**src/cmd_pkg.sv**
```systemverilog
// command byte layout shared by the SPI receiver and the command decoder, imported by wildcard
package cmd_pkg;

        // ====================
        // byte and field layout
        // ====================
        localparam int CMD_BYTE_W = 8;          // one SPI frame byte
        localparam int CMD_OP_LSB = 5;          // opcode sits in bits 7..5
        localparam int CMD_OP_W   = 3;
        localparam int CMD_IDX_W  = 3;          // digit index in bits 2..0

        typedef logic [CMD_BYTE_W-1:0] cmd_byte_t;

        // ====================
        // opcodes
        // ====================
        // codes 4..7 are reserved and decode as a nop
        typedef enum logic [CMD_OP_W-1:0] {
                op_nop       = 3'd0,            // ignored
                op_write_hex = 3'd1,            // next byte is a hex nibble
                op_write_raw = 3'd2,            // next byte is a segment pattern
                op_clear     = 3'd3             // blank every digit
        } cmd_op_e;

        // frame format, msb first on the wire:
        //   byte 0  op[2:0] | xx | idx[2:0]
        //   byte 1  data, only after op_write_hex or op_write_raw
        //
        // op_clear and op_nop are single-byte commands
        //
        // the decoder restarts at byte 0 on every csel fall, so a write
        // and its data byte must share one frame

endpackage : cmd_pkg

```
**src/disp_pkg.sv**
```systemverilog
// seven-segment display types shared by the decoder, digit registers and top level
package disp_pkg;

        // ====================
        // digit bank
        // ====================
        localparam int NUM_DIGITS = 6;          // hex0..hex5
        localparam int DIGIT_IDX_W = 3;         // covers 0..7, 6 and 7 unused
        localparam int SEG_W = 7;               // segments a..g

        typedef logic [DIGIT_IDX_W-1:0] digit_idx_t;

        // bit 0 = segment a ... bit 6 = segment g, 1 = lit
        typedef logic [SEG_W-1:0] seg_t;

        localparam seg_t SEG_BLANK = '0;        // all segments off

        // ====================
        // write kinds
        // ====================
        typedef enum logic {
                kind_hex = 1'b0,                // low nibble through glyph table
                kind_raw = 1'b1                 // low 7 bits stored as is
        } disp_kind_e;

        //      aaa
        //     f   b
        //      ggg
        //     e   c
        //      ddd
        // pins are active low, so the stored value is inverted on the way out

endpackage : disp_pkg

```
**src/disp_wr_if.sv**
```systemverilog
// display write channel from the command decoder to the digit registers, one instance per display
`timescale 1ns/1ps

interface disp_wr_if
        import disp_pkg::*;
();

        logic       wr_en;              // one-cycle write strobe
        disp_kind_e wr_kind;            // hex or raw
        digit_idx_t wr_idx;             // target digit
        logic [7:0] wr_data;            // nibble or segment pattern
        logic       clr_all;            // one-cycle blank strobe

        // no back-pressure, the registers take a write every cycle
        modport decoder (
                output wr_en, wr_kind, wr_idx, wr_data, clr_all
        );

        modport regs (
                input  wr_en, wr_kind, wr_idx, wr_data, clr_all
        );

endinterface : disp_wr_if

```
**src/cmd_fsm.sv**
```systemverilog
// command decoder turning received bytes and the clear key into display writes
`timescale 1ns/1ps

module cmd_fsm
        import cmd_pkg::*;
        import disp_pkg::*;
(
        input  logic       clock_50,    // system clock
        input  logic       arst_n,      // async reset, active low
        input  cmd_byte_t  rx_byte,     // byte from the SPI port
        input  logic       rx_valid,    // rx_byte is new
        input  logic       frame_start, // csel just fell
        input  logic       key_press,   // debounced clear key
        disp_wr_if.decoder wr           // to the digit registers
);

        typedef enum logic {
                st_idle,                // expecting an opcode byte
                st_wait_data            // expecting the data byte
        } state_e;

        state_e     state;
        cmd_op_e    op;                 // opcode field of rx_byte
        disp_kind_e kind_q;             // kind held for the data byte
        digit_idx_t idx_q;              // index held for the data byte

        assign op = cmd_op_e'(rx_byte[CMD_OP_LSB +: CMD_OP_W]);

        // ====================
        // control
        // ====================
        always_ff @(posedge clock_50 or negedge arst_n) begin
                if (!arst_n) begin
                        state      <= st_idle;
                        wr.wr_en   <= 1'b0;
                        wr.clr_all <= 1'b0;
                end else begin
                        wr.wr_en   <= 1'b0;
                        wr.clr_all <= key_press;        // local key, any state
                        if (frame_start) begin
                                state <= st_idle;       // resync on every frame
                        end else if (rx_valid) begin
                                case (state)
                                        st_idle: begin
                                                case (op)
                                                        op_write_hex,
                                                        op_write_raw: state <= st_wait_data;
                                                        op_clear:     wr.clr_all <= 1'b1;
                                                        default:      state <= st_idle;
                                                endcase
                                        end
                                        st_wait_data: begin
                                                state    <= st_idle;
                                                wr.wr_en <= (idx_q < NUM_DIGITS); // 6,7 dropped
                                        end
                                        default: state <= st_idle;
                                endcase
                        end
                end
        end

        // ====================
        // write payload
        // ====================
        always_ff @(posedge clock_50) begin
                if (rx_valid && state == st_idle) begin
                        kind_q <= (op == op_write_raw) ? kind_raw : kind_hex;
                        idx_q  <= rx_byte[CMD_IDX_W-1:0];
                end
                if (rx_valid && state == st_wait_data) begin
                        wr.wr_kind <= kind_q;
                        wr.wr_idx  <= idx_q;
                        wr.wr_data <= rx_byte;
                end
        end

endmodule : cmd_fsm

```
**src/debounce_timer.sv**
```systemverilog
// debouncer for the active-low clear key, one pulse per accepted press
`timescale 1ns/1ps

module debounce_timer #(
        parameter int DEBOUNCE_CYCLES = 50000   // stable cycles before accepting
) (
        input  logic clock_50,                  // system clock
        input  logic arst_n,                    // async reset, active low
        input  logic key_n,                     // raw key, low = pressed
        output logic key_press                  // one cycle per press
);

        localparam int CNT_W = $clog2(DEBOUNCE_CYCLES + 1);
        localparam logic [CNT_W-1:0] CNT_MAX = CNT_W'(DEBOUNCE_CYCLES - 1);

        logic [1:0]       key_q;                // synchronizer
        logic             key_last;             // level being timed
        logic             key_level;            // debounced, 1 = released
        logic [CNT_W-1:0] cnt;                  // stable cycles so far

        always_ff @(posedge clock_50 or negedge arst_n) begin
                if (!arst_n) begin
                        key_q     <= 2'b11;             // released
                        key_last  <= 1'b1;
                        key_level <= 1'b1;
                        cnt       <= '0;
                        key_press <= 1'b0;
                end else begin
                        key_q     <= {key_q[0], key_n};
                        key_press <= 1'b0;
                        if (key_q[1] != key_last) begin
                                key_last <= key_q[1];   // bounce, start over
                                cnt      <= '0;
                        end else if (cnt != CNT_MAX) begin
                                cnt <= cnt + 1'b1;
                        end else begin
                                // stable long enough, accept the level
                                key_level <= key_last;
                                if (key_level && !key_last) begin
                                        key_press <= 1'b1;      // released -> pressed
                                end
                        end
                end
        end

endmodule : debounce_timer

```
**src/digit_regs.sv**
```systemverilog
// six seven-segment digit registers with hex glyph decoding and active-low outputs
`timescale 1ns/1ps

module digit_regs
        import disp_pkg::*;
(
        input  logic    clock_50,       // system clock
        input  logic    arst_n,         // async reset, active low
        disp_wr_if.regs wr,             // writes from the decoder
        output seg_t    hex0,           // active low
        output seg_t    hex1,
        output seg_t    hex2,
        output seg_t    hex3,
        output seg_t    hex4,
        output seg_t    hex5
);

        seg_t digits [NUM_DIGITS];      // lit segments, 1 = on

        // standard 0..F glyphs, bit 0 = a
        function automatic seg_t hex_glyph(input logic [3:0] nib);
                case (nib)
                        4'h0:    return 7'h3F;
                        4'h1:    return 7'h06;
                        4'h2:    return 7'h5B;
                        4'h3:    return 7'h4F;
                        4'h4:    return 7'h66;
                        4'h5:    return 7'h6D;
                        4'h6:    return 7'h7D;
                        4'h7:    return 7'h07;
                        4'h8:    return 7'h7F;
                        4'h9:    return 7'h6F;
                        4'hA:    return 7'h77;
                        4'hB:    return 7'h7C;  // lower case b
                        4'hC:    return 7'h39;
                        4'hD:    return 7'h5E;  // lower case d
                        4'hE:    return 7'h79;
                        default: return 7'h71;  // F
                endcase
        endfunction

        always_ff @(posedge clock_50 or negedge arst_n) begin
                if (!arst_n) begin
                        for (int i = 0; i < NUM_DIGITS; i++) begin
                                digits[i] <= SEG_BLANK;
                        end
                end else begin
                        for (int i = 0; i < NUM_DIGITS; i++) begin
                                if (wr.clr_all) begin
                                        digits[i] <= SEG_BLANK;         // clear wins
                                end else if (wr.wr_en && wr.wr_idx == digit_idx_t'(i)) begin
                                        digits[i] <= (wr.wr_kind == kind_hex)
                                                ? hex_glyph(wr.wr_data[3:0])
                                                : wr.wr_data[6:0];      // raw pattern
                                end
                        end
                end
        end

        // board pins light a segment on 0
        assign hex0 = ~digits[0];
        assign hex1 = ~digits[1];
        assign hex2 = ~digits[2];
        assign hex3 = ~digits[3];
        assign hex4 = ~digits[4];
        assign hex5 = ~digits[5];

endmodule : digit_regs

```
**src/spi_cmd_rx.sv**
```systemverilog
// SPI mode 0 slave that assembles command bytes and echoes the last one on MISO, clock_50 domain
`timescale 1ns/1ps

module spi_cmd_rx
        import cmd_pkg::*;
(
        input  logic      clock_50,     // system clock
        input  logic      arst_n,       // async reset, active low
        input  logic      spi_sclk,     // host clock, idle low
        input  logic      spi_csel,     // chip select, active low
        input  logic      spi_mosi,     // host to slave
        output logic      spi_miso,     // echo of previous byte
        output cmd_byte_t rx_byte,      // last completed byte
        output logic      rx_valid,     // pulse per byte
        output logic      frame_start   // pulse on csel fall
);

        // ====================
        // synchronizers
        // ====================
        logic [2:0] sclk_q;             // 2 sync stages + edge history
        logic [2:0] csel_q;
        logic [1:0] mosi_q;
        logic       sel;                // synced chip select, active high
        logic       sclk_rise;
        logic       sclk_fall;
        logic       csel_fall;

        always_ff @(posedge clock_50 or negedge arst_n) begin
                if (!arst_n) begin
                        sclk_q <= 3'b000;
                        csel_q <= 3'b111;               // deselected
                        mosi_q <= 2'b00;
                end else begin
                        sclk_q <= {sclk_q[1:0], spi_sclk};
                        csel_q <= {csel_q[1:0], spi_csel};
                        mosi_q <= {mosi_q[0], spi_mosi};
                end
        end

        assign sel       = ~csel_q[1];
        assign sclk_rise = sel & sclk_q[1] & ~sclk_q[2];        // sample edge
        assign sclk_fall = sel & ~sclk_q[1] & sclk_q[2];        // shift-out edge
        assign csel_fall = csel_q[2] & ~csel_q[1];

        // ====================
        // receive and echo
        // ====================
        logic [2:0] bit_cnt;            // bits taken in this byte
        cmd_byte_t  shift_q;            // incoming bits, msb first
        cmd_byte_t  next_byte;          // shift_q with the current bit
        cmd_byte_t  tx_shift;           // echo shifter, msb on miso

        assign next_byte = {shift_q[CMD_BYTE_W-2:0], mosi_q[1]};
        assign spi_miso  = tx_shift[CMD_BYTE_W-1];

        always_ff @(posedge clock_50) begin
                if (sclk_rise) begin
                        shift_q <= next_byte;
                end
        end

        always_ff @(posedge clock_50 or negedge arst_n) begin
                if (!arst_n) begin
                        bit_cnt     <= 3'd0;
                        rx_byte     <= '0;
                        tx_shift    <= '0;
                        rx_valid    <= 1'b0;
                        frame_start <= 1'b0;
                end else begin
                        rx_valid    <= 1'b0;
                        frame_start <= csel_fall;
                        if (!sel) begin
                                bit_cnt  <= 3'd0;       // partial byte dropped here
                                tx_shift <= rx_byte;    // bit 7 ready before first edge
                        end else if (sclk_rise) begin
                                bit_cnt <= bit_cnt + 3'd1;
                                if (bit_cnt == 3'd7) begin
                                        rx_byte  <= next_byte;
                                        tx_shift <= next_byte;  // echo in next byte slot
                                        rx_valid <= 1'b1;
                                end
                        end else if (sclk_fall && bit_cnt != 3'd0) begin
                                // hold bit 7 over the fall after a byte boundary
                                tx_shift <= {tx_shift[CMD_BYTE_W-2:0], 1'b0};
                        end
                end
        end

endmodule : spi_cmd_rx

```
**src/spi_hex_display.sv**
```systemverilog
// top level of the SPI-driven six-digit hex display, instantiate with the board pins
`timescale 1ns/1ps

module spi_hex_display
        import cmd_pkg::*;
        import disp_pkg::*;
#(
        parameter int DEBOUNCE_CYCLES = 50000   // 1 ms at 50 MHz
) (
        input  logic clock_50,          // 50 MHz board clock
        input  logic arst_n,            // async reset, active low
        input  logic spi_sclk,          // SPI from host
        input  logic spi_csel,          // active low
        input  logic spi_mosi,
        output logic spi_miso,
        input  logic key_n,             // clear key, active low
        output seg_t hex0,              // active low digits
        output seg_t hex1,
        output seg_t hex2,
        output seg_t hex3,
        output seg_t hex4,
        output seg_t hex5
);

        // ====================
        // internal wires
        // ====================
        cmd_byte_t rx_byte;             // receiver -> decoder
        logic      rx_valid;
        logic      frame_start;
        logic      key_press;           // debouncer -> decoder

        disp_wr_if disp_wr ();          // decoder -> registers

        spi_cmd_rx spi_cmd_rx_i (
                .clock_50    (clock_50),
                .arst_n      (arst_n),
                .spi_sclk    (spi_sclk),
                .spi_csel    (spi_csel),
                .spi_mosi    (spi_mosi),
                .spi_miso    (spi_miso),
                .rx_byte     (rx_byte),
                .rx_valid    (rx_valid),
                .frame_start (frame_start)
        );

        cmd_fsm cmd_fsm_i (
                .clock_50    (clock_50),
                .arst_n      (arst_n),
                .rx_byte     (rx_byte),
                .rx_valid    (rx_valid),
                .frame_start (frame_start),
                .key_press   (key_press),
                .wr          (disp_wr.decoder)
        );

        debounce_timer #(
                .DEBOUNCE_CYCLES (DEBOUNCE_CYCLES)
        ) debounce_timer_i (
                .clock_50  (clock_50),
                .arst_n    (arst_n),
                .key_n     (key_n),
                .key_press (key_press)
        );

        digit_regs digit_regs_i (
                .clock_50 (clock_50),
                .arst_n   (arst_n),
                .wr       (disp_wr.regs),
                .hex0     (hex0),
                .hex1     (hex1),
                .hex2     (hex2),
                .hex3     (hex3),
                .hex4     (hex4),
                .hex5     (hex5)
        );

endmodule : spi_hex_display

```
**config.mk**
```make
export PLATFORM = sky130hd
export DESIGN_NAME = spi_hex_display
export DESIGN_NICKNAME = d
export VERILOG_FILES = /design/src/cmd_pkg.sv /design/src/disp_pkg.sv /design/src/disp_wr_if.sv /design/src/cmd_fsm.sv /design/src/debounce_timer.sv /design/src/digit_regs.sv /design/src/spi_cmd_rx.sv /design/src/spi_hex_display.sv
export SDC_FILE = /design/constraint.sdc
export NUM_CORES = 1
export LEC_CHECK = 0
export BUFFER_PORTS_ARGS = -buffer_cell sky130_fd_sc_hd__clkbuf_2
export CORE_MARGIN = 3
export CORE_UTILIZATION = 45
export DETAILED_ROUTE_END_ITERATION = 12
export PLACE_DENSITY_LB_ADDON = 0.12
export SYNTH_ARGS = -nofsm -noshare
export SYNTH_HDL_FRONTEND = slang
export SYNTH_HIERARCHICAL = 1
export SYNTH_SLANG_ARGS = --single-unit
```
**constraint.sdc**
```tcl
create_clock -name clock_50 -period 4 [get_ports clock_50]
set_input_delay 0.8 -clock clock_50 [delete_from_list [all_inputs] [get_ports clock_50]]
set_output_delay 0.8 -clock clock_50 [all_outputs]
set_load 0.02 [all_outputs]
```
-- After elaboration in Yosys (flattened, before gate mapping)
Memories as Yosys holds them, arrays and structs flattened. A register that Yosys moved wholly into a read port is not among the register bits.
Index checks and enable logic that the tools add are counted.
- bits in registers: 117
- memory bits (read-only): 672
- input port bits: 6
- output and inout bits: 43
- logic and storage cells: 143
- memories: 6
- add/subtract/negate cells: 2
- $lt $le $gt $ge: 1
- equal/unequal tests: 12
- muxes and demuxes: 50
- bitwise logic cells: 17
- reductions and logical operators: 27
- memory list (memory ; words ; width ; read ports ; clocked after memory_dff ; write ports ; RTL line ; source):
    (name not given) ; 16 ; 7 ; 1 ; 1 ; 0 ; digit_regs.sv:22 ; case (nib)
    (name not given) ; 16 ; 7 ; 1 ; 1 ; 0 ; digit_regs.sv:22 ;
    (name not given) ; 16 ; 7 ; 1 ; 1 ; 0 ; digit_regs.sv:22 ;
    (name not given) ; 16 ; 7 ; 1 ; 1 ; 0 ; digit_regs.sv:22 ;
    (name not given) ; 16 ; 7 ; 1 ; 1 ; 0 ; digit_regs.sv:22 ;
    (name not given) ; 16 ; 7 ; 1 ; 1 ; 0 ; digit_regs.sv:22 ;
- operators with widths (kind ; number):
    2-to-1 mux 7 bit ; 18
    inverter 7 bit ; 6
    2-to-1 mux 16 bit ; 2
    2-to-1 mux 8 bit ; 4
    2-to-1 mux 4 bit ; 6
    nonzero test 2 bit ; 9
    2-to-1 mux 1 bit ; 17
    adder 16 x 1 -> 16 bit (second input constant) ; 1
    inequality test 16 bit (second input constant) ; 1
    == test 3 x 2 -> 1 bit (second input constant) ; 4
    logical AND 1 bit ; 10
    == test 3 bit (second input constant) ; 3
    == test 3 x 1 -> 1 bit (second input constant) ; 2
    2-to-1 mux 3 bit ; 2
    inverter 1 bit ; 6
    nonzero test 3 bit ; 2
    AND 1 bit ; 5
    AND reduction 2 bit ; 2
    adder 3 x 1 -> 3 bit (second input constant) ; 1
    logical NOT 3 bit ; 1
    < comparator 3 bit (second input constant) ; 1
    inequality test 3 x 2 -> 1 bit (second input constant) ; 1
    AND reduction 3 bit ; 1
    case mux 1 bit (2 select lines) ; 1
    3 further kinds ; 3

-- Logic depth before layout (Yosys ltp)
Gate-level depths: netlist of the first run.
- depth in word-level cells: 7
- mapped depth: 6
- gate-level depth less buffers: 6

-- Cells and area by module
Netlist of the first run, hierarchy kept.
- by module, submodules not included (module ; times used ; cells an instance ; area an instance (um2)):
    digit_regs ; 1 ; 239 ; 2199.6
    spi_cmd_rx ; 1 ; 108 ; 1510.2
    debounce_timer ; 1 ; 107 ; 1087.3
    cmd_fsm ; 1 ; 30 ; 635.6

-- Worst setup path before layout of the first run
No wires, ideal clock.
- path type: flip-flop to flip-flop
- start point: register spi_cmd_rx_i.bit_cnt[0]
- end point: register spi_cmd_rx_i.tx_shift[7]
- library setup time: 125 ps
- data arrival time: 1635 ps
- required time: 3875 ps
- path slack: 2240 ps
- cell stages (with the launch flop): 5
- path buffers: 0
- clock period less this slack: 1760 ps
- cell sequence: dfrtp_1 -> ha_1 -> ha_1 -> a221oi_4 -> mux2_4
- longest elaborated chain between the ends: 4
- elaborated cells between the ends (all ways): 6
- ends and longest elaborated chain (what ; RTL line ; source):
    start: declaration ; spi_cmd_rx.sv:49 ; logic [2:0] bit_cnt;
    start signal: assignment ; spi_cmd_rx.sv:77 ; bit_cnt <= bit_cnt + 3'd1;
    nonzero test 3 bit ; spi_cmd_rx.sv:83 ; end else if (sclk_fall && bit_cnt != 3'd0) begin
    logical AND 1 bit ; spi_cmd_rx.sv:83 ;
    nonzero test 3 bit (no line) ; n/a ;
    AND reduction 2 bit (no line) (*) ; n/a ;
    end signal: assignment ; spi_cmd_rx.sv:75 ; tx_shift <= rx_byte;
    end signal: assignment ; spi_cmd_rx.sv:80 ; tx_shift <= next_byte;
    end signal: assignment ; spi_cmd_rx.sv:85 ; tx_shift <= {tx_shift[CMD_BYTE_W-2:0], 1'b0};
    end: declaration ; spi_cmd_rx.sv:52 ; cmd_byte_t tx_shift;
Mark *: on every way between the ends. The rest lies on a longest branch, timed or not.
A chain may end at the register's enable or synchronous reset.

-- Worst setup path in the final report of the first run
- start point: register spi_cmd_rx_i.bit_cnt[0]
- end point: register spi_cmd_rx_i.rx_byte[6]
- longest elaborated chain between the ends: 2
- ends and longest elaborated chain (what ; RTL line ; source):
    == test 3 bit ; spi_cmd_rx.sv:78 ; if (bit_cnt == 3'd7) begin
    AND reduction 3 bit (no line) ; n/a ;
    end signal: assignment ; spi_cmd_rx.sv:79 ; rx_byte <= next_byte;
    end: declaration ; spi_cmd_rx.sv:13 ; output cmd_byte_t rx_byte,
No other way between the ends.

==> flow_summary.ini, run 1 <==
[sta]
fmax_mhz = 428
whs_ns = 0.346
setup_tns_ns = 0
hold_viol_final = 0
tightest_slew_ns = 1.28
post-route-min-period_ns = 2.34
min_period_over_period = 0.584
setup_viol = 0
rsz0062_at_grt = no
maxSlewViolCount = 0
slew_headroom = 0.142
finClkSkew_ns = 0.0107

[worst_hold_path]
hold_depth = 0
hold_class = reg -> reg

[grt]
globalRouteOverflowTotal = 0
grt_pass1_wl_mm = 17.6
grt_max_degree = 52
grt_pass1_vias = 3568
antenna_found_initial = 0
grt_usage = 0.170

[finish]
insertedDiodeCount = 0
final_util = 0.552
syn_to_final_growth_pct = 18.1
final_area_sq_um = 6380
nets = 548
drive_gt1_frac = 0.213
filler_cell_count = 991

[clock_network]
cts.path.max_buffers = 2
clock_latency_ns = 0.41
htree_levels = 4
post_cts_resized = 0
clk_pin_slew_ns = 0.05
cts_tree = built
clock-sinks = 117
postCtsSetupBuffers = 0
cts.hold.buffers_added = 0
root_buffer = clkbuf_16
numCtsBuffers = 17

[routing]
wire_per_inst_microns = 15.1
drt-pass1-iter-count = 4
drc_errors = 0
finalWirelength_mm = 10.4
drtAntennaViolNets = 0
num_vias = 3642
drt-initial-drc-count = 291
via_per_inst = 5.29

[power_and_ir_drop]
leakage_nw = 2.68
finalPower_mw = 2.93
vdd_ir_drop_max_mv = 0.284
combPwrFrac = 0.027
pwr-share-clk = 0.545
switching_share = 0.195
p_int_mw = 2.36
p_per_area_nw_per_um2 = 460
p_switching_mw = 0.573
p_seq_frac = 0.429

[critical_path]
crit_type = reg -> reg
start_kind = register
crit_path_max_fanout = 9
critical_path_cell_count = 4
crit_family = simple AND/OR/NAND/NOR gates
slowest_delay_ns = 1.04
cp.arrival_ns = 2.62
cp_slowest_cell = nor3b_1
worst_setup_path_end_kind = register
critPathBufInv = 0
r2r_slack_ns = 1.66
cp.required_ns = 4.29
path_common_cell = ha_1
r2r_cells = 4
worstPathCellList = ha_1 > ha_1 > nor3b_1 > mux2_2

[synthesis]
syn_nets = 499
yosysWarnings = 6
avgSynthCellArea_sq_um = 11.2
syn_inst = 483
netlist_area_sq_um = 5400

[die]
fp.coreArea_sq_um = 11600
die_x_microns = 116
num_rows = 39
die_area_sq_um = 13400
pin_count = 49
start_util = 0.467
die_height_microns = 116

[place]
place_area_sq_um = 5760
port_buffers = 48
gp_congestion = 0.821
hpwlAfterDp_mm = 6.96

[run_status]
outcome = completed

[flow_run]
max-cap-violations = 0
-- state kept, by name, summed over array words and instances, names as in the netlist, 2 cells and up --
| name | count |
|---|---|
| digit_regs_i/digits | 42 |
| spi_cmd_rx_i/bit_cnt | 3 |
| spi_cmd_rx_i/rx_byte | 8 |
| spi_cmd_rx_i/shift_q | 7 |
| cmd_fsm_i/wr.wr_data | 7 |
| cmd_fsm_i/wr.wr_idx | 3 |
| cmd_fsm_i/idx_q | 3 |
| debounce_timer_i/key_q | 2 |
| spi_cmd_rx_i/csel_q | 3 |
| debounce_timer_i/cnt | 16 |
| spi_cmd_rx_i/sclk_q | 3 |
| spi_cmd_rx_i/tx_shift | 8 |
| spi_cmd_rx_i/mosi_q | 2 |
-- cells in the final DEF (no fill, tap or decap), types with 11 or more instances in the layout --
cell type and instances:
a21oi_1 15, clkbuf_16 17, clkbuf_2 47, dfrtp_1 88
edfxtp_1 22, inv_1 63, nand2_1 29, nand3b_1 38
nor2_1 29, o21ai_0 14, xnor2_1 11
-- final timing paths --
| check | start | to |
|---|---|---|
| worst max register to register | spi_cmd_rx_i/bit_cnt[0]$_DFFE_PN0P_ | spi_cmd_rx_i/rx_byte[6]$_DFFE_PN0P_ |
| worst min register to register | spi_cmd_rx_i/sclk_q[0]$_DFF_PN0_ | spi_cmd_rx_i/sclk_q[1]$_DFF_PN0_ |
| worst max-delay path | spi_cmd_rx_i/bit_cnt[0]$_DFFE_PN0P_ | spi_cmd_rx_i/rx_byte[6]$_DFFE_PN0P_ |
| worst min-delay path | spi_cmd_rx_i/sclk_q[0]$_DFF_PN0_ | spi_cmd_rx_i/sclk_q[1]$_DFF_PN0_ |
| min in group asynchronous | arst_n | digit_regs_i/digits[41]$_DFFE_PN0P_ |
| max in group asynchronous | arst_n | debounce_timer_i/key_q[1]$_DFF_PN1_ |
-- power by group through the flow --
stage / registers (mW) / logic [mW] / clock network [mW]
3_5_place_dp: 1.28 / 0.0802 / 0
4_1_cts: 1.26 / 0.0807 / 1.63
2_1_floorplan: 1.27 / 0.0497 / 0
3_3_place_gp: 1.28 / 0.0796 / 0
5_1_grt: 1.26 / 0.0897 / 1.69
6_report: 1.26 / 0.0780 / 1.60
-- worst reg2reg max path, delay by kind of cell (launching register included) --
kind,cells,cell delay [ns]
mux,1,0.43
flops,1,0.39
simple gates,1,1.04
fa+ha+maj,2,0.36
-- metrics by stage --
| step | setup slack (ns) | cells |
|---|---|---|
| after detailed placement | 1.61 | 656 |
| final | 1.66 | 688 |
| after CTS | 1.61 | 688 |
| after global routing | 1.50 | 688 |
| after floorplan | 2.24 | 483 |
| after global placement | 1.72 | 656 |
-- final cells by class --
cell class                      count  area [sq um]  share of cell area
Sequential cell                   117          3050               0.477
Multi-Input combinational cell    281          2030               0.317
Timing Repair Buffer               52           273              0.0427
Clock inverter                     12           185              0.0290
Tap cell                          143           179              0.0280
Clock buffer                       20           437              0.0684
Inverter                           63           236              0.0371
-- routing by layer --
layer | GRT usage | routed length, microns
met1 | 0.227 | 5200
met2 | 0.265 | 4760
met3 | 0.0418 | 352
met4 | 0.0751 | 70
met5 | 0 | 0
Power figures use the tool's default switching activity.
==> run 2: changes to the inputs <==
Settings changed: ABC_AREA from default to 1.
Clock period 4 ns to 2.2 ns, I/O delays scaled along.
==> flow_summary.ini, run 2 <==
[critical_path]
worst_setup_path_end_kind = register
regToRegEndpoint = digit_regs_i/digits[39]$_DFFE_PN0P_
start_kind = register
crit_path_max_fanout = 6
cp.arrival_ns = 1.87
cp.required_ns = 2.50
crit_type = reg -> reg
reg2reg_from = cmd_fsm_i/wr.wr_data[1]$_DFFE_PP_
r2r_cells = 7
r2r_slack_ns = 0.63

[grt]
grt_max_degree = 51
use_met1 = 0.250
grt_busiest_layer = met2
met3_usage = 0.0501
grt_usage = 0.190
globalRouteOverflowTotal = 0
grt_pass1_vias = 4009
met2_usage = 0.291
grt_pass1_wl_mm = 19.6
antenna_found_initial = 0

[finish]
insertedDiodeCount = 0
largest_register_ffs = 42
nets = 716
regMostFlops = digit_regs_i/digits
final_common_cell = nand2_1
mostFrequentLayoutCells = nand2_1 (213), dfrtp_1 (88), inv_1 (79), nand3_1 (79), nor2_1 (48)
largest_registers = digit_regs_i/digits: 42 flops, debounce_timer_i/cnt: 16 flops
drive_gt1_frac = 0.184
syn_to_final_growth_pct = 18.4
final_util = 0.554

[sta]
slew_headroom = 0.539
setup_tns_ns = 0
hold_viol_final = 0
tightest_slew_ns = 0.692
setup_viol = 0
min_period_over_period = 0.711
post-route-min-period_ns = 1.57
setup_slack_ns = 0.635
rsz0062_at_grt = no
maxSlewViolCount = 0
finClkSkew_ns = 0.00556
fmax_mhz = 639

[die]
pin_count = 49
die_x_microns = 116
die_height_microns = 116
start_util = 0.468
fp.coreArea_sq_um = 11600
num_rows = 39
die_area_sq_um = 13400

[clock_network]
numCtsBuffers = 17
post_cts_resized = 0
htree_levels = 4
clock-sinks = 117
clock_latency_ns = 0.41
cts.path.max_buffers = 2
cts_tree = built
postCtsSetupBuffers = 0
cts.hold.buffers_added = 1
clk_pin_slew_ns = 0.05
root_buffer = clkbuf_16

[power_and_ir_drop]
leakage_nw = 3.12
p_per_area_nw_per_um2 = 776
finalPower_mw = 4.97
vdd_ir_drop_max_mv = 0.564

[flow_run]
max-cap-violations = 0

[worst_hold_path]
holdPathEnd = debounce_timer_i/key_q[0]$_DFF_PN1_
hold_class = in -> reg
hp-start = key_n
hold_depth = 1

[routing]
finalWirelength_mm = 11.6
via_per_inst = 5.00
drc_errors = 0
num_vias = 4276
drtAntennaViolNets = 0
drt-pass1-iter-count = 5
drt-initial-drc-count = 292
wire_per_inst_microns = 13.6

[synthesis]
syn_nets = 650
syn_inst = 634
yosysWarnings = 6
avgSynthCellArea_sq_um = 8.53
netlist_area_sq_um = 5410

[place]
hpwlAfterDp_mm = 8.31
gp_congestion = 0.863
post-place-ws_ns = 0.628
port_buffers = 48

[run_status]
outcome = completed
-- run 2: per-stage QoR --
step	instances	hold slack, ns	area [sq um]
final	855	0.113	6400
after global routing	855	0.0953	6400
after global placement	823	0.335	5840
after floorplan	634	0.144	5410
after CTS	855	0.0872	6400
after detailed placement	823	0.337	5840
-- run 2: report_power, final --
group / internal (mW) / switching [mW]
Combinational: 0.0364 / 0.0956
Sequential: 2.24 / 0.0256
Clock: 1.69 / 0.883
Total: 3.97 / 1.00
-- run 2: area by class of cell --
cell class | instances | area [sq um]
Tap cell | 143 | 179
Clock inverter | 4 | 45.0
Timing Repair Buffer | 51 | 280
Fill cell | 1077 | 5160
Inverter | 96 | 365
Multi-Input combinational cell | 417 | 1970
Clock buffer | 27 | 513
Sequential cell | 117 | 3050
-- run 2: how the worst max path moves through the flow --
| stage | from | end | cells past startpoint |
|---|---|---|---|
| 2_1_floorplan | cmd_fsm_i/wr.wr_data[1]$_DFFE_PP_ | digit_regs_i/digits[11]$_DFFE_PN0P_ | 7 |
| 3_3_place_gp | cmd_fsm_i/wr.wr_data[1]$_DFFE_PP_ | digit_regs_i/digits[39]$_DFFE_PN0P_ | 7 |
| 3_5_place_dp | cmd_fsm_i/wr.wr_data[1]$_DFFE_PP_ | digit_regs_i/digits[39]$_DFFE_PN0P_ | 7 |
| 4_1_cts | cmd_fsm_i/wr.wr_data[1]$_DFFE_PP_ | digit_regs_i/digits[39]$_DFFE_PN0P_ | 7 |
| 5_1_grt | cmd_fsm_i/wr.wr_data[1]$_DFFE_PP_ | digit_regs_i/digits[32]$_DFFE_PN0P_ | 7 |
| 6_report | cmd_fsm_i/wr.wr_data[1]$_DFFE_PP_ | digit_regs_i/digits[39]$_DFFE_PN0P_ | 7 |
-- run 2: per-layer routing --
metal | share of wire | routed length [microns]
met4 | 0.027 | 309
met3 | 0.049 | 573
met1 | 0.46 | 5390
met2 | 0.46 | 5340
met5 | 0 | 0
-- run 2: critical path, cell delays in order, from the launching register on --
cell and delay (ns):
edfxtp_1 0.45, inv_1 0.18, ha_1 0.26, nand2_2 0.09, o21ai_0 0.19, nand2_2 0.14
nand3_1 0.11, nand2_1 0.05
==> run 3: changes to the inputs <==
Settings changed: ABC_AREA 1 to 0.
Clock period 2.2 ns to 1.4 ns, I/O delays scaled along.
==> flow_summary.ini, run 3 (synthesis results as in run 1) <==
[routing]
drt-pass1-iter-count = 4
drt-initial-drc-count = 207
num_vias = 4014
drc_errors = 0
drtAntennaViolNets = 0
finalWirelength_mm = 11.6
wire_per_inst_microns = 15.1
via_per_inst = 5.23

[finish]
regMostFlops = digit_regs_i/digits
seqCellArea_sq_um = 3050
insertedDiodeCount = 0
largest_register_ffs = 42
syn_to_final_growth_pct = 38.5
drive_gt1_frac = 0.393
finalNonFillerCells = 767
nets = 627
filler_cell_count = 886
multi_input_area_sq_um = 2490
mostFrequentLayoutCells = dfrtp_1 (88), buf_4 (63), inv_1 (61)
largest_registers = digit_regs_i/digits: 42 flops, debounce_timer_i/cnt: 16 flops
final_common_cell = dfrtp_1

[sta]
finClkSkew_ns = 0.00801
setup_slack_ns = -0.341
hold_viol_final = 0
slew_headroom = 0.618
post-route-min-period_ns = 1.74
min_period_over_period = 1.24
fmax_mhz = 575
tightest_slew_ns = 0.569
maxSlewViolCount = 0
rsz0062_at_grt = yes
setup_viol = 65

[die]
fp.coreArea_sq_um = 11600
die_height_microns = 116
pin_count = 49
num_rows = 39
die_area_sq_um = 13400
die_x_microns = 116
start_util = 0.467

[clock_network]
root_buffer = clkbuf_16
cts_tree = built
clk_pin_slew_ns = 0.05
numCtsBuffers = 17
htree_levels = 4
cts.path.max_buffers = 2
clock-sinks = 117
clock_latency_ns = 0.40

[grt]
globalRouteOverflowTotal = 0
grt_usage = 0.180
grt_max_degree = 55
grt_pass1_wl_mm = 18.9
grt_pass1_vias = 3905
antenna_found_initial = 0

[place]
hpwlAfterDp_mm = 7.71
port_buffers = 48
dp_cells = 721
gp_congestion = 0.804

[critical_path]
start_kind = register
timing.critical_path.from = cmd_fsm_i/wr.wr_data[0]$_DFFE_PP_
slowest_delay_ns = 0.54
cp_slowest_cell = or4_4
critical_path_cell_count = 6
crit_type = reg -> reg
r2r_slack_ns = -0.34
crit_path_max_fanout = 6
crit_family = simple AND/OR/NAND/NOR gates
r2r_cells = 6
cp.arrival_ns = 2.06
reg2reg_from = cmd_fsm_i/wr.wr_data[0]$_DFFE_PP_
critPathBufInv = 1
worstPathCellList = buf_6 > ha_2 > nor2b_1 > nor3_1 > or4_4 > o21ai_1
regToRegEndpoint = digit_regs_i/digits[12]$_DFFE_PN0P_
worst_setup_path_end_kind = register
cp-endpoint = digit_regs_i/digits[12]$_DFFE_PN0P_
cp.required_ns = 1.72

[worst_hold_path]
hold_class = in -> async

[power_and_ir_drop]
p_per_area_nw_per_um2 = 1060
vdd_ir_drop_max_mv = 0.824
leakage_nw = 3.23
finalPower_mw = 7.93

[run_status]
outcome = finished, violations left
violations = negative setup slack

[flow_run]
max-cap-violations = 0
run 3: changes by cell type in the layout (fill, tap and decap cells not counted), sizes merged, moves of 8 or more:
cell	previous run	this run
nand3	81	7
a211oi	0	8
nor2	58	30
nand3b	0	38
inv	93	63
buf	3	79
nand2	225	29
mux2i	0	8
nor2b	0	8
mux2	0	11
nor3	0	13
xnor2	0	11
run 3: layout make-up:
| class | instances | share of cell area |
|---|---|---|
| flip-flops and latches | 117 | 0.407 |
| inverters | 63 | 0.0319 |
| clock inverters | 12 | 0.0150 |
| multi-input cells | 281 | 0.332 |
| clock buffers | 20 | 0.0583 |
| repair buffers | 131 | 0.131 |
| well taps | 143 | 0.0239 |
run 3: worst min path at each step:
stage	from	end	slack, ns	depth (start not counted)
floorplan	arst_n	cmd_fsm_i/state$_DFFE_PN0P_	-0.02	0
global placement	arst_n	digit_regs_i/digits[2]$_DFFE_PN0P_	0.21	1
detailed placement	arst_n	digit_regs_i/digits[2]$_DFFE_PN0P_	0.21	1
CTS	arst_n	digit_regs_i/digits[2]$_DFFE_PN0P_	0.32	2
global route	arst_n	digit_regs_i/digits[11]$_DFFE_PN0P_	0.33	2
finish	arst_n	digit_regs_i/digits[2]$_DFFE_PN0P_	0.32	2
run 3: worst register-to-register path, cell delays in order (launching register included):
cell,delay (ns)
edfxtp_1,0.44
buf_6,0.16
ha_2,0.18
nor2b_1,0.13
nor3_1,0.06
or4_4,0.54
o21ai_1,0.15
run 3: report_power, final:
part	internal (mW)	switching, mW
Combinational	0.160	0.186
Sequential	3.53	0.0444
Clock	2.58	1.43
Total	6.27	1.66
run 3: per-stage QoR:
stage	setup TNS [ns]	util	setup WS (ns)	area, sq um	hold slack [ns]
after detailed placement	-12.06	0.559	-0.319	6460	0.207
after floorplan	-4.46	-	-0.286	5560	-0.0156
after global routing	-15.89	0.647	-0.378	7480	0.332
after global placement	-9.62	0.559	-0.244	6460	0.206
final	-11.15	0.647	-0.341	7480	0.324
after CTS	-10.48	0.619	-0.308	7160	0.322
run 3: repair_timing:
item / CTS / global route
endpoints found under the hold margin: 24 / 0
setup endpoints to repair: 61 / 75
gates resized for setup: 30 / 48
buffers inserted: 0 / 9
hold buffers: 5 / 0
cloned: 0 / 1
pin swaps: 19 / 31
run 3: routing by layer:
layer / share of wire / global-route usage / vias up
li1: - / - / 1958
met1: 0.46 / 0.236 / 1967
met2: 0.50 / 0.291 / 74
met3: 0.035 / 0.0507 / 15
met4: 0.012 / 0.0603 / 0
met5: 0 / 0 / -
